$ cat config.mk
export PLATFORM = sky130hd
export DESIGN_NAME = executeStage
export DESIGN_NICKNAME = d
export VERILOG_FILES = /design/src/verilog/armIsaPkg.sv /design/src/verilog/execStagePkg.sv /design/src/verilog/aluDecoder.sv /design/src/verilog/barrelShifter.sv /design/src/verilog/alu.sv /design/src/verilog/requestQueue.sv /design/src/verilog/executeStage.sv
export VERILOG_INCLUDE_DIRS = /design/src /design/src/verilog
export SDC_FILE = /design/constraint.sdc
export NUM_CORES = 1
export LEC_CHECK = 0
export BUFFER_PORTS_ARGS = -buffer_cell sky130_fd_sc_hd__buf_2
export CAP_MARGIN = 40
export CORE_AREA = 2 2 295 297
export CTS_CLUSTER_SIZE = 25
export DETAILED_ROUTE_END_ITERATION = 7
export DIE_AREA = 0 0 297 299
export GPL_ROUTABILITY_DRIVEN = 0
export PLACE_DENSITY = 0.44
export SYNTH_ARGS = -nofsm -noshare
export SYNTH_HDL_FRONTEND = slang
export SYNTH_SLANG_ARGS = --single-unit
$ cat constraint.sdc
create_clock -name clk -period 17.2 [get_ports clk]
set_input_delay 3.44 -clock clk [delete_from_list [all_inputs] [get_ports clk]]
set_output_delay 3.44 -clock clk [all_outputs]
set_load 0.02 [all_outputs]
$ cat src/verilog/exec_macros.svh
`ifndef EXEC_MACROS_SVH
`define EXEC_MACROS_SVH

// Operand, result and shifter width
`define EXEC_DATA_WIDTH 32

// Request FIFO entries, also the sender's starting credits
`define EXEC_QUEUE_DEPTH 4

// Results the consumer can hold at once, starting output credits
`define EXEC_OUT_CREDITS 2

`endif

$ cat src/verilog/armIsaPkg.sv
`default_nettype none

package armIsaPkg;

  // Data-processing opcode, instruction bits 24:21
  typedef enum logic [3:0] {
    AND = 4'b0000,
    EOR = 4'b0001,
    SUB = 4'b0010,
    RSB = 4'b0011,
    ADD = 4'b0100,
    ADC = 4'b0101,
    SBC = 4'b0110,
    RSC = 4'b0111,
    TST = 4'b1000,
    TEQ = 4'b1001,
    CMP = 4'b1010,
    CMN = 4'b1011,
    ORR = 4'b1100,
    MOV = 4'b1101,
    BIC = 4'b1110,
    MVN = 4'b1111
  } dpOpcode;

  // Result source selected inside the ALU
  typedef enum logic [2:0] {
    OP_AND   = 3'b000,
    OP_XOR   = 3'b001,
    OP_SUM   = 3'b010,
    OP_OR    = 3'b011,
    OP_PASSB = 3'b100
  } aluOperation;

  // How C and V are produced
  typedef enum logic [2:0] {
    CV_LOGIC     = 3'b000, // C from shifter, V held
    CV_ADD       = 3'b100, // Adder carry, add overflow
    CV_SUB       = 3'b101, // Adder carry, subtract overflow
    CV_ADD_KEEPV = 3'b110  // As add, V held on keepV hint
  } cvUpdate;

  typedef enum logic [1:0] {
    LSL = 2'b00,
    LSR = 2'b01,
    ASR = 2'b10,
    ROR = 2'b11
  } shiftType;

endpackage

`default_nettype wire

$ cat src/verilog/execStagePkg.sv
`default_nettype none

`include "exec_macros.svh"

package execStagePkg;

  // One instruction as handed to the execute stage
  typedef struct packed {
    logic                        aluOp;       // Low for the address add
    armIsaPkg::dpOpcode          opcode;
    logic                        setFlags;    // S bit
    logic                        keepV;       // Hold V on ADD
    logic [`EXEC_DATA_WIDTH-1:0] operandA;
    logic [`EXEC_DATA_WIDTH-1:0] operandB;    // Pre-shift value
    armIsaPkg::shiftType         shift;
    logic [4:0]                  shiftAmount; // Immediate amount only
    logic [3:0]                  destReg;
  } execRequest;

  // Decoder outputs steering the ALU
  typedef struct packed {
    armIsaPkg::aluOperation operation;
    armIsaPkg::cvUpdate     cvMode;
    logic                   invertB;       // Ones complement of B after swap
    logic                   reverseInputs; // RSB, RSC
    logic                   carryIn;
    logic                   noWrite;       // Compares skip the register file
  } aluControl;

  typedef struct packed {
    logic [`EXEC_DATA_WIDTH-1:0] value;
    logic [3:0]                  destReg;
    logic                        writeReg;
    logic [3:0]                  flags; // NZCV after this instruction
  } execResult;

endpackage

`default_nettype wire

$ cat src/verilog/aluDecoder.sv
`timescale 1ns/1ps
`default_nettype none

module aluDecoder (
  input  logic                   aluOp,
  input  armIsaPkg::dpOpcode     opcode,
  input  logic                   previousCarry,
  output execStagePkg::aluControl control
);

  logic isCompare; // TST, TEQ, CMP, CMN
  logic isReverse;
  logic isInvert;

  assign isCompare = opcode inside {armIsaPkg::TST, armIsaPkg::TEQ,
                                    armIsaPkg::CMP, armIsaPkg::CMN};
  assign isReverse = opcode inside {armIsaPkg::RSB, armIsaPkg::RSC};
  assign isInvert  = opcode inside {armIsaPkg::SUB, armIsaPkg::RSB, armIsaPkg::SBC,
                                    armIsaPkg::RSC, armIsaPkg::CMP, armIsaPkg::MVN,
                                    armIsaPkg::BIC};

  always_comb begin
    // Address add unless a data-processing op overrides
    control.operation     = armIsaPkg::OP_SUM;
    control.cvMode        = armIsaPkg::CV_ADD;
    control.carryIn       = 1'b0;
    control.reverseInputs = aluOp & isReverse;
    control.invertB       = aluOp & isInvert;
    control.noWrite       = aluOp & isCompare;
    if (aluOp) begin
      case (opcode)
        armIsaPkg::AND, armIsaPkg::TST, armIsaPkg::BIC: begin // BIC via inverted B
          control.operation = armIsaPkg::OP_AND;
          control.cvMode    = armIsaPkg::CV_LOGIC;
        end
        armIsaPkg::EOR, armIsaPkg::TEQ: begin
          control.operation = armIsaPkg::OP_XOR;
          control.cvMode    = armIsaPkg::CV_LOGIC;
        end
        armIsaPkg::ORR: begin
          control.operation = armIsaPkg::OP_OR;
          control.cvMode    = armIsaPkg::CV_LOGIC;
        end
        armIsaPkg::MOV, armIsaPkg::MVN: begin // B only, MVN inverted
          control.operation = armIsaPkg::OP_PASSB;
          control.cvMode    = armIsaPkg::CV_LOGIC;
        end
        armIsaPkg::SUB, armIsaPkg::RSB, armIsaPkg::CMP: begin
          control.cvMode  = armIsaPkg::CV_SUB;
          control.carryIn = 1'b1; // Completes the twos complement
        end
        armIsaPkg::SBC, armIsaPkg::RSC: begin
          control.cvMode  = armIsaPkg::CV_SUB;
          control.carryIn = previousCarry; // Borrow is inverted C
        end
        armIsaPkg::ADC: begin
          control.carryIn = previousCarry;
        end
        armIsaPkg::ADD: begin
          control.cvMode = armIsaPkg::CV_ADD_KEEPV; // Only ADD honours keepV
        end
        default: begin // CMN, plain add
          control.cvMode = armIsaPkg::CV_ADD;
        end
      endcase
    end
  end

endmodule

`default_nettype wire

$ cat src/verilog/barrelShifter.sv
`timescale 1ns/1ps
`default_nettype none

`include "exec_macros.svh"

module barrelShifter (
  input  logic [`EXEC_DATA_WIDTH-1:0] value,
  input  armIsaPkg::shiftType         shift,
  input  logic [4:0]                  amount,
  input  logic                        carryInFlag, // Current C
  output logic [`EXEC_DATA_WIDTH-1:0] shifted,
  output logic                        carryOut
);

  localparam int Width = `EXEC_DATA_WIDTH;

  logic        [Width:0]     leftWide;   // Top bit catches the last bit out
  logic        [Width:0]     rightWide;  // Bottom bit catches the last bit out
  logic signed [Width:0]     arithWide;
  logic        [2*Width-1:0] rotateWide; // Doubled copy for rotation

  assign leftWide   = {1'b0, value} << amount;
  assign rightWide  = {value, 1'b0} >> amount;
  assign arithWide  = $signed({value, 1'b0}) >>> amount; // Sign fills from the left
  assign rotateWide = {value, value} >> amount;

  always_comb begin
    if (amount == 5'd0) begin
      shifted  = value; // No shift, C unchanged
      carryOut = carryInFlag;
    end else begin
      case (shift)
        armIsaPkg::LSL: begin
          shifted  = leftWide[Width-1:0];
          carryOut = leftWide[Width];
        end
        armIsaPkg::LSR: begin
          shifted  = rightWide[Width:1];
          carryOut = rightWide[0];
        end
        armIsaPkg::ASR: begin
          shifted  = arithWide[Width:1];
          carryOut = arithWide[0];
        end
        default: begin // ROR, C is the new MSB
          shifted  = rotateWide[Width-1:0];
          carryOut = rotateWide[Width-1];
        end
      endcase
    end
  end

endmodule

`default_nettype wire

$ cat src/verilog/alu.sv
`timescale 1ns/1ps
`default_nettype none

`include "exec_macros.svh"

module alu (
  input  execStagePkg::aluControl     control,
  input  logic [`EXEC_DATA_WIDTH-1:0] operandA,
  input  logic [`EXEC_DATA_WIDTH-1:0] operandB,     // Already shifted
  input  logic                        shifterCarry,
  input  logic                        keepV,
  input  logic [3:0]                  previousFlags, // NZCV
  output logic [`EXEC_DATA_WIDTH-1:0] result,
  output logic [3:0]                  flags          // NZCV
);

  localparam int Width = `EXEC_DATA_WIDTH;

  logic [Width-1:0] srcA;
  logic [Width-1:0] srcB;
  logic [Width-1:0] condB;  // srcB after optional inversion
  logic [Width:0]   sum;    // Carry out in the top bit
  logic             addOverflow;
  logic             subOverflow;
  logic             carry;
  logic             overflow;
  logic             previousV;

  assign previousV = previousFlags[0];

  // Swap for reverse subtracts
  assign srcA  = control.reverseInputs ? operandB : operandA;
  assign srcB  = control.reverseInputs ? operandA : operandB;
  assign condB = control.invertB ? ~srcB : srcB;

  assign sum = {1'b0, srcA} + {1'b0, condB} + {{Width{1'b0}}, control.carryIn};

  // Same-sign inputs, result sign flipped
  assign addOverflow = ~(srcA[Width-1] ^ srcB[Width-1]) & (srcA[Width-1] ^ sum[Width-1]);
  // Different-sign inputs, result sign differs from minuend
  assign subOverflow = (srcA[Width-1] ^ srcB[Width-1]) & (srcA[Width-1] ^ sum[Width-1]);

  always_comb begin
    case (control.operation)
      armIsaPkg::OP_AND:   result = srcA & condB; // BIC gets inverted B
      armIsaPkg::OP_XOR:   result = srcA ^ condB;
      armIsaPkg::OP_OR:    result = srcA | condB;
      armIsaPkg::OP_PASSB: result = condB;        // MOV, MVN
      default:             result = sum[Width-1:0];
    endcase
  end

  always_comb begin
    case (control.cvMode)
      armIsaPkg::CV_ADD: begin
        carry    = sum[Width];
        overflow = addOverflow;
      end
      armIsaPkg::CV_ADD_KEEPV: begin
        carry    = sum[Width];
        overflow = keepV ? previousV : addOverflow;
      end
      armIsaPkg::CV_SUB: begin
        carry    = sum[Width]; // Set means no borrow
        overflow = subOverflow;
      end
      default: begin // Logic ops
        carry    = shifterCarry;
        overflow = previousV;
      end
    endcase
  end

  // N and Z straight off the result
  assign flags = {result[Width-1], result == '0, carry, overflow};

endmodule

`default_nettype wire

$ cat src/verilog/requestQueue.sv
`timescale 1ns/1ps
`default_nettype none

`include "exec_macros.svh"

module requestQueue (
  input  logic                     clk,
  input  logic                     reset,
  input  logic                     push,
  input  execStagePkg::execRequest pushData,
  input  logic                     pop,
  output execStagePkg::execRequest head,
  output logic                     notEmpty,
  output logic                     creditReturn // One per popped entry
);

  localparam int Depth      = `EXEC_QUEUE_DEPTH;
  localparam int PtrWidth   = (Depth > 1) ? $clog2(Depth) : 1;
  localparam int CountWidth = $clog2(Depth + 1);

  execStagePkg::execRequest entries [Depth];
  logic [PtrWidth-1:0]      readPtr;
  logic [PtrWidth-1:0]      writePtr;
  logic [CountWidth-1:0]    occupancy;
  logic                     doPop;

  assign doPop    = pop & notEmpty; // Ignore pops on empty
  assign notEmpty = occupancy != '0;
  assign head     = entries[readPtr];

  always_ff @(posedge clk) begin
    if (reset) begin
      readPtr      <= '0;
      writePtr     <= '0;
      occupancy    <= '0;
      creditReturn <= 1'b0;
    end else begin
      creditReturn <= doPop; // Pulse the cycle after the pop
      if (push) begin
        writePtr <= (writePtr == PtrWidth'(Depth - 1)) ? '0 : writePtr + 1'b1;
      end
      if (doPop) begin
        readPtr <= (readPtr == PtrWidth'(Depth - 1)) ? '0 : readPtr + 1'b1;
      end
      case ({push, doPop})
        2'b10:   occupancy <= occupancy + 1'b1;
        2'b01:   occupancy <= occupancy - 1'b1;
        default: occupancy <= occupancy; // Both or neither
      endcase
    end
  end

  // Storage, sender credits keep it from overflowing
  always_ff @(posedge clk) begin
    if (push) begin
      entries[writePtr] <= pushData;
    end
  end

endmodule

`default_nettype wire

$ cat src/verilog/executeStage.sv
`timescale 1ns/1ps
`default_nettype none

`include "exec_macros.svh"

module executeStage (
  input  logic                     clk,
  input  logic                     reset,
  input  logic                     inValid,
  input  execStagePkg::execRequest inRequest,
  output logic                     inCreditReturn,
  output logic                     outValid,
  output execStagePkg::execResult  outResult,
  input  logic                     outCreditReturn,
  output logic [3:0]               flags // Architectural NZCV
);

  localparam int CreditWidth = $clog2(`EXEC_OUT_CREDITS + 1);

  execStagePkg::execRequest    head;
  execStagePkg::aluControl     control;
  logic                        notEmpty;
  logic                        popNow;
  logic [CreditWidth-1:0]      outCredits;
  logic [`EXEC_DATA_WIDTH-1:0] shiftedB;
  logic                        shifterCarry;
  logic [`EXEC_DATA_WIDTH-1:0] aluResult;
  logic [3:0]                  aluFlags;
  logic                        flagWrite;
  logic [3:0]                  nextFlags;

  // Issue only with something queued and room downstream
  assign popNow = notEmpty & (outCredits != '0);

  requestQueue queue (
    .clk          (clk),
    .reset        (reset),
    .push         (inValid),
    .pushData     (inRequest),
    .pop          (popNow),
    .head         (head),
    .notEmpty     (notEmpty),
    .creditReturn (inCreditReturn)
  );

  aluDecoder decoder (
    .aluOp         (head.aluOp),
    .opcode        (head.opcode),
    .previousCarry (flags[1]),
    .control       (control)
  );

  barrelShifter shifter (
    .value       (head.operandB),
    .shift       (head.shift),
    .amount      (head.shiftAmount),
    .carryInFlag (flags[1]),
    .shifted     (shiftedB),
    .carryOut    (shifterCarry)
  );

  alu datapath (
    .control       (control),
    .operandA      (head.operandA),
    .operandB      (shiftedB),
    .shifterCarry  (shifterCarry),
    .keepV         (head.keepV),
    .previousFlags (flags),
    .result        (aluResult),
    .flags         (aluFlags)
  );

  // Compares always write flags, noWrite marks exactly those
  assign flagWrite = head.setFlags | control.noWrite;
  assign nextFlags = flagWrite ? aluFlags : flags;

  always_ff @(posedge clk) begin
    if (reset) begin
      flags      <= 4'b0000;
      outValid   <= 1'b0;
      outCredits <= CreditWidth'(`EXEC_OUT_CREDITS);
    end else begin
      outValid <= popNow; // Single-cycle completion strobe
      if (popNow) begin
        flags <= nextFlags;
      end
      case ({popNow, outCreditReturn})
        2'b10:   outCredits <= outCredits - 1'b1;
        2'b01:   outCredits <= outCredits + 1'b1;
        default: outCredits <= outCredits; // Spend and refund cancel
      endcase
    end
  end

  // Result payload, qualified by outValid
  always_ff @(posedge clk) begin
    if (popNow) begin
      outResult.value    <= aluResult;
      outResult.destReg  <= head.destReg;
      outResult.writeReg <= ~control.noWrite;
      outResult.flags    <= nextFlags;
    end
  end

endmodule

`default_nettype wire

* Word level (Yosys, flattened, before mapping)
Memories as Yosys holds them, arrays and structs flattened. A register that Yosys moved wholly into a read port is not among the register bits.
Cells that the tools add are included.
** Storage, ports and cells
- Bits in registers :: 56
- Bits of input ports :: 86
- RAM bits :: 328
- Word-level logic and storage cells :: 114
- Memories kept :: 1
** Memory list
- queue.entries :: depth 4, width 82, rd ports 1, clocked after memory_dff 1, wr ports 1, line requestQueue.sv:21 : execStagePkg::execRequest entries [Depth];
** Operators by class
- Reductions and logical operators :: 20
- Eq/ne operators :: 29
- Muxes and demuxes :: 25
- Shift-type cells :: 4
- $add $sub $neg :: 8
- Bitwise logic cells :: 16
** Operator list (number)
- 2-to-1 mux 32 bit :: 4
- case mux 32 bit (4 select lines) :: 1
- case mux 32 bit (3 select lines) :: 1
- >> shifter 64 x 5 -> 32 bit :: 1
- adder 32 x 32 -> 33 bit :: 1
- adder 33 x 1 -> 33 bit :: 1
- << shifter 32 x 5 -> 33 bit :: 1
- >> shifter 33 x 5 -> 33 bit :: 1
- >>> shifter 33 x 5 -> 33 bit :: 1
- bitwise AND 32 bit :: 1
- equality test 4 bit, second input constant :: 8
- zero test 32 bit :: 1
- NOT 32 bit :: 1
- bitwise OR 32 bit :: 1
- XOR 32 bit :: 1
- equality test 4 x 3 -> 1 bit, second input constant :: 4
- equality test 3 bit, second input constant :: 4
- case mux 3 bit (4 select lines) :: 1
- OR reduction 3 bit :: 4
- equality test 2 bit, second input constant :: 5
- case mux 3 bit (3 select lines) :: 1
- equality test 4 x 2 -> 1 bit, second input constant :: 2
- 2-to-1 mux 2 bit :: 4
- nonzero test 2 bit :: 4
- 29 further kinds :: 48

* Depth between registers and ports, before layout
- Word-level depth :: 13
- Mapped depth :: 32
- Depth with buffers taken out :: 25

* Hierarchy
Synthesis repeated with hierarchy kept, for this count alone.
** Unflattened totals
- Cells, all modules :: 2123
- Area, all modules :: 25588.3 um2
** Modules (own cells, without submodules)
- requestQueue :: times used 1, cells each 479, area each 12396.9 um2
- barrelShifter :: times used 1, cells each 778, area each 6256.0 um2
- alu :: times used 1, cells each 766, area each 5206.2 um2
- executeStage :: times used 1, cells each 73, area each 1559.0 um2
- aluDecoder :: times used 1, cells each 27, area each 170.2 um2

* Least setup slack after synthesis
Ideal clock, no wire load.
- Path kind :: register to register
- Start point :: register with a tool-made name
- End point :: register outResult[2] in the netlist's numbering, data pin
- Arrival :: 6966 ps
- Path slack :: 10100 ps
- Period minus slack after synthesis :: 7100 ps
- Library setup time :: 133 ps
- Path buffers :: 9
- Stages on the path, launching flop included :: 31
- Path through :: dfxtp_1 buf_6 buf_6 buf_6 buf_4 buf_2 mux4_2 buf_2 and2_1 o21ai_1 clkbuf_1 buf_1 buf_1 nand2_1 o21ai_0 nor2_1 fa_1 inv_1 fa_1 a21o_1 a221oi_1 or4b_2 a2111oi_0 o21a_1 o21ai_0 nand2_1 nand4b_1 a2111o_1 nor4b_1 and4_1 a22o_1
** RTL lines
- end: declaration :: line executeStage.sv:13 : output execStagePkg::execResult outResult,

==> impl_results.md <==
- Status: complete, no violations
- CTS sink count: between 300 and 400
- Clock-pin transition on the worst setup and hold timing paths: roughly 0.060 ns
- Required @ worst endpoint: around 18 ns
- Max H-tree Level: 2
- WL/cell: about 29 um
- Worst setup SP type: register
- Share of the synthesized area in the top cell type: approximately 43%
- Post-synth EDFFs: between 300 and 400
- CP top delay family: simple AND/OR/NAND/NOR gates
- Worst-Skew Late Latency: a little over 0.6 ns
- Layout Nets: 2589
- CP max stage delay: between 0.7 and 0.8 ns
- Routed wire length: ~110000 um
- Rel. slew slack: a little under a quarter
- Die area: slightly below 0.09 mm2
- Register bit total from synthesis: approximately 390
- Post-Syn Area per Cell: approximately 11 um2
- Max Cap Violations: 0
- TritonCTS clock tree: built
- Vias in the first global route: 20942
- Period utilization: roughly 53%
- Main area contributors after synthesis: edfxtp_1 43%, mux4_2 8.1%, mux2i_1 4.3%
- Drt pass-1 iters: 8
- Setup-failing EPs final: 0
- DR DRC count: 0
- Min-delay src: queue.readPtr[1]$_SDFFE_PP0P_
- CTS buffer count: 44
- Synth warn: 0
- Worst Reg-to-Reg Cells: 25
- Postcts setup bufs: 0
- Final setup skew: 0.0611 ns
- Worst R2R Setup Slack: 8.06 ns
- Placed inst area: 0.0274 mm2
- Core ar.: around 0.086 mm2
- Share of layout cells above drive strength 1: a little under a fifth
- CTS Buffer Depth: 3
- Antenna viol nets, final: 0
- WP data arrival: a little under 10 ns
- PostCTS Resize Cnt: 0
- PortBufs: 132
- Hold path depth: 2
- Min Tclk post-route: 9.14 ns
- Initial antenna violation count: 14
- Largest area contributor in the netlist: edfxtp_1
- Clock Root Buffer: clkbuf_16
- Setup TNS: 0 ns
- Critical path type: register to register
- GRT Total Usage: between 20 and 25%
- Buf+Inv Stages, Crit Path: 2
- Post-synth net total: ~2500
- Total grt overflow: 0
- Synthesized area: between 0.02 and 0.03 mm2
- Mapped Cells: 2359
- FP Rows: 108
- Slowest CP cell: nand2b_1
- Cts hold-fix bufs: 0
- Die W: 297 um
- Largest net degree at the start of global routing: roughly 80
- Slew @ Worst Pin: 1.14 ns
- Die extent in y: 299 um
- Detail Placement HPWL: roughly 75000 um
- Vias: 21800
- Synth cell types: slightly below 90
- Seq/Total Area, Yosys: between 40% and 50%
- Unrepaired setup endpoints after global routing: false
- Fmax: 109 MHz
- RR Endpoint: outResult[2]$_DFFE_PP_
- Initial Util: a little under 30%
- I/O pins: 133
- Area growth, synth to finish: 13.4%
- Final hold violations: 0
- Prevailing post-synth register cell: edfxtp_1
- First-pass GRT wire length: 151000 um
- Asr flop ratio synth: 0%
- Crit Path Max Fanout: 55
- Vias per inst: around 6
- Crit end category: register
- Number of DRC markers in iteration 0: about 3300
- Final Max Tran Viols: 0
- Hold Path Class: register to register
- Post-route cell area: approximately 0.029 mm2
==> through the flow <==
step,util [%],hold slack [ns],instances,setup slack (ns)
CTS,33.6,0.477,3614,8.35
global route,33.6,0.535,3617,7.68
global placement,31.7,0.464,3522,7.89
floorplan,-,0.452,2359,10.10
finish,33.6,0.473,3617,8.06
detailed placement,31.9,0.468,3536,8.36
==> how the worst max path moves through the flow <==
stage                     depth (start not counted)  slack, ns  startpoint                     end
final                                            25       8.06    register  outResult[2]$_DFFE_PP_
after detailed placement                         25       8.36    register  outResult[2]$_DFFE_PP_
after CTS                                        25       8.35    register  outResult[2]$_DFFE_PP_
after floorplan                                  30      10.10    register  outResult[2]$_DFFE_PP_
after global placement                           23       7.89    register  outResult[2]$_DFFE_PP_
after global routing                             25       7.68    register  outResult[2]$_DFFE_PP_
==> tightest hold or removal path, cell delays in order (launching register included) <==
cell and delay, ns:
dfxtp_1 0.31, nand2_1 0.05, a21oi_1 0.07
==> layout make-up <==
class	instances	area, um2
Sequential cell	385	11400
Timing Repair Buffer	193	1210
Clock inverter	18	245
Antenna cell	1	2.50
Fill cell	8758	57000
Tap cell	1155	1450
Inverter	82	308
Clock buffer	60	1210
Multi-Input combinational cell	1723	13100
==> synth_stat cells (14+ instances only) <==
| master | count |
|---|---|
| ha_1 | 71 |
| buf_2 | 35 |
| mux4_2 | 92 |
| a21oi_1 | 125 |
| nor2_1 | 144 |
| o21ai_0 | 136 |
| and2_1 | 27 |
| inv_1 | 82 |
| nor3_1 | 42 |
| nand2_1 | 255 |
| a211oi_1 | 25 |
| mux2i_1 | 109 |
| a221oi_1 | 25 |
| a21o_1 | 19 |
| dfxtp_1 | 16 |
| o211ai_1 | 41 |
| a31oi_1 | 18 |
| edfxtp_1 | 369 |
| nand3_1 | 36 |
| o21a_1 | 21 |
| a22oi_1 | 21 |
| nand2b_1 | 23 |
| o22ai_1 | 62 |
| nand4_1 | 14 |
| mux2_2 | 63 |
| o221ai_1 | 17 |
| or2_2 | 17 |
| nor2b_1 | 21 |
| clkbuf_1 | 93 |
| buf_1 | 25 |
| xor2_1 | 15 |
| a211o_1 | 15 |
| xnor2_1 | 36 |
==> cell usage in the layout (no fill, tap or decap), types with 62 or more instances in the layout <==
cell      netlist  routed
a21oi_1       125     124
nor2_1        144     144
inv_1          82      81
ha_1           71      71
o21ai_0       136     136
edfxtp_1      369     369
mux2i_1       109     109
o22ai_1        62      62
buf_2          35     137
mux2_2         63      63
mux4_2         92      90
nand2_1       255     255
==> sequential cells by signal, indices dropped and copies added, names as in the netlist, named ones only <==
signal	count
queue.entries	328
outCredits	2
outValid	1
outResult	41
queue.readPtr	2
flags	4
queue.occupancy	3
queue.writePtr	2
==> kinds of logic after synthesis <==
family	after synthesis	share of synthesized area (%)
XOR/XNOR	51	1.75
multiplexers	272	15.5
buffers and inverters	251	4.25
flip-flops	385	44.7
AO/OA/AOI/OAI	670	17.9
AND/OR/NAND/NOR	656	12.2
adder cells (fa/ha/maj)	74	3.72
==> routing by layer <==
metal | global-route usage [%] | wire [um] | share of wire [%]
met3 | 6.17 | 10800 | 10
met1 | 31.8 | 44700 | 42
met2 | 34.7 | 45000 | 43
met4 | 8.10 | 4480 | 4.3
met5 | 0 | 109 | 0.10
Power is not shown: default switching activity piles up to over one toggle a cycle in this logic, so the estimate is an artifact.
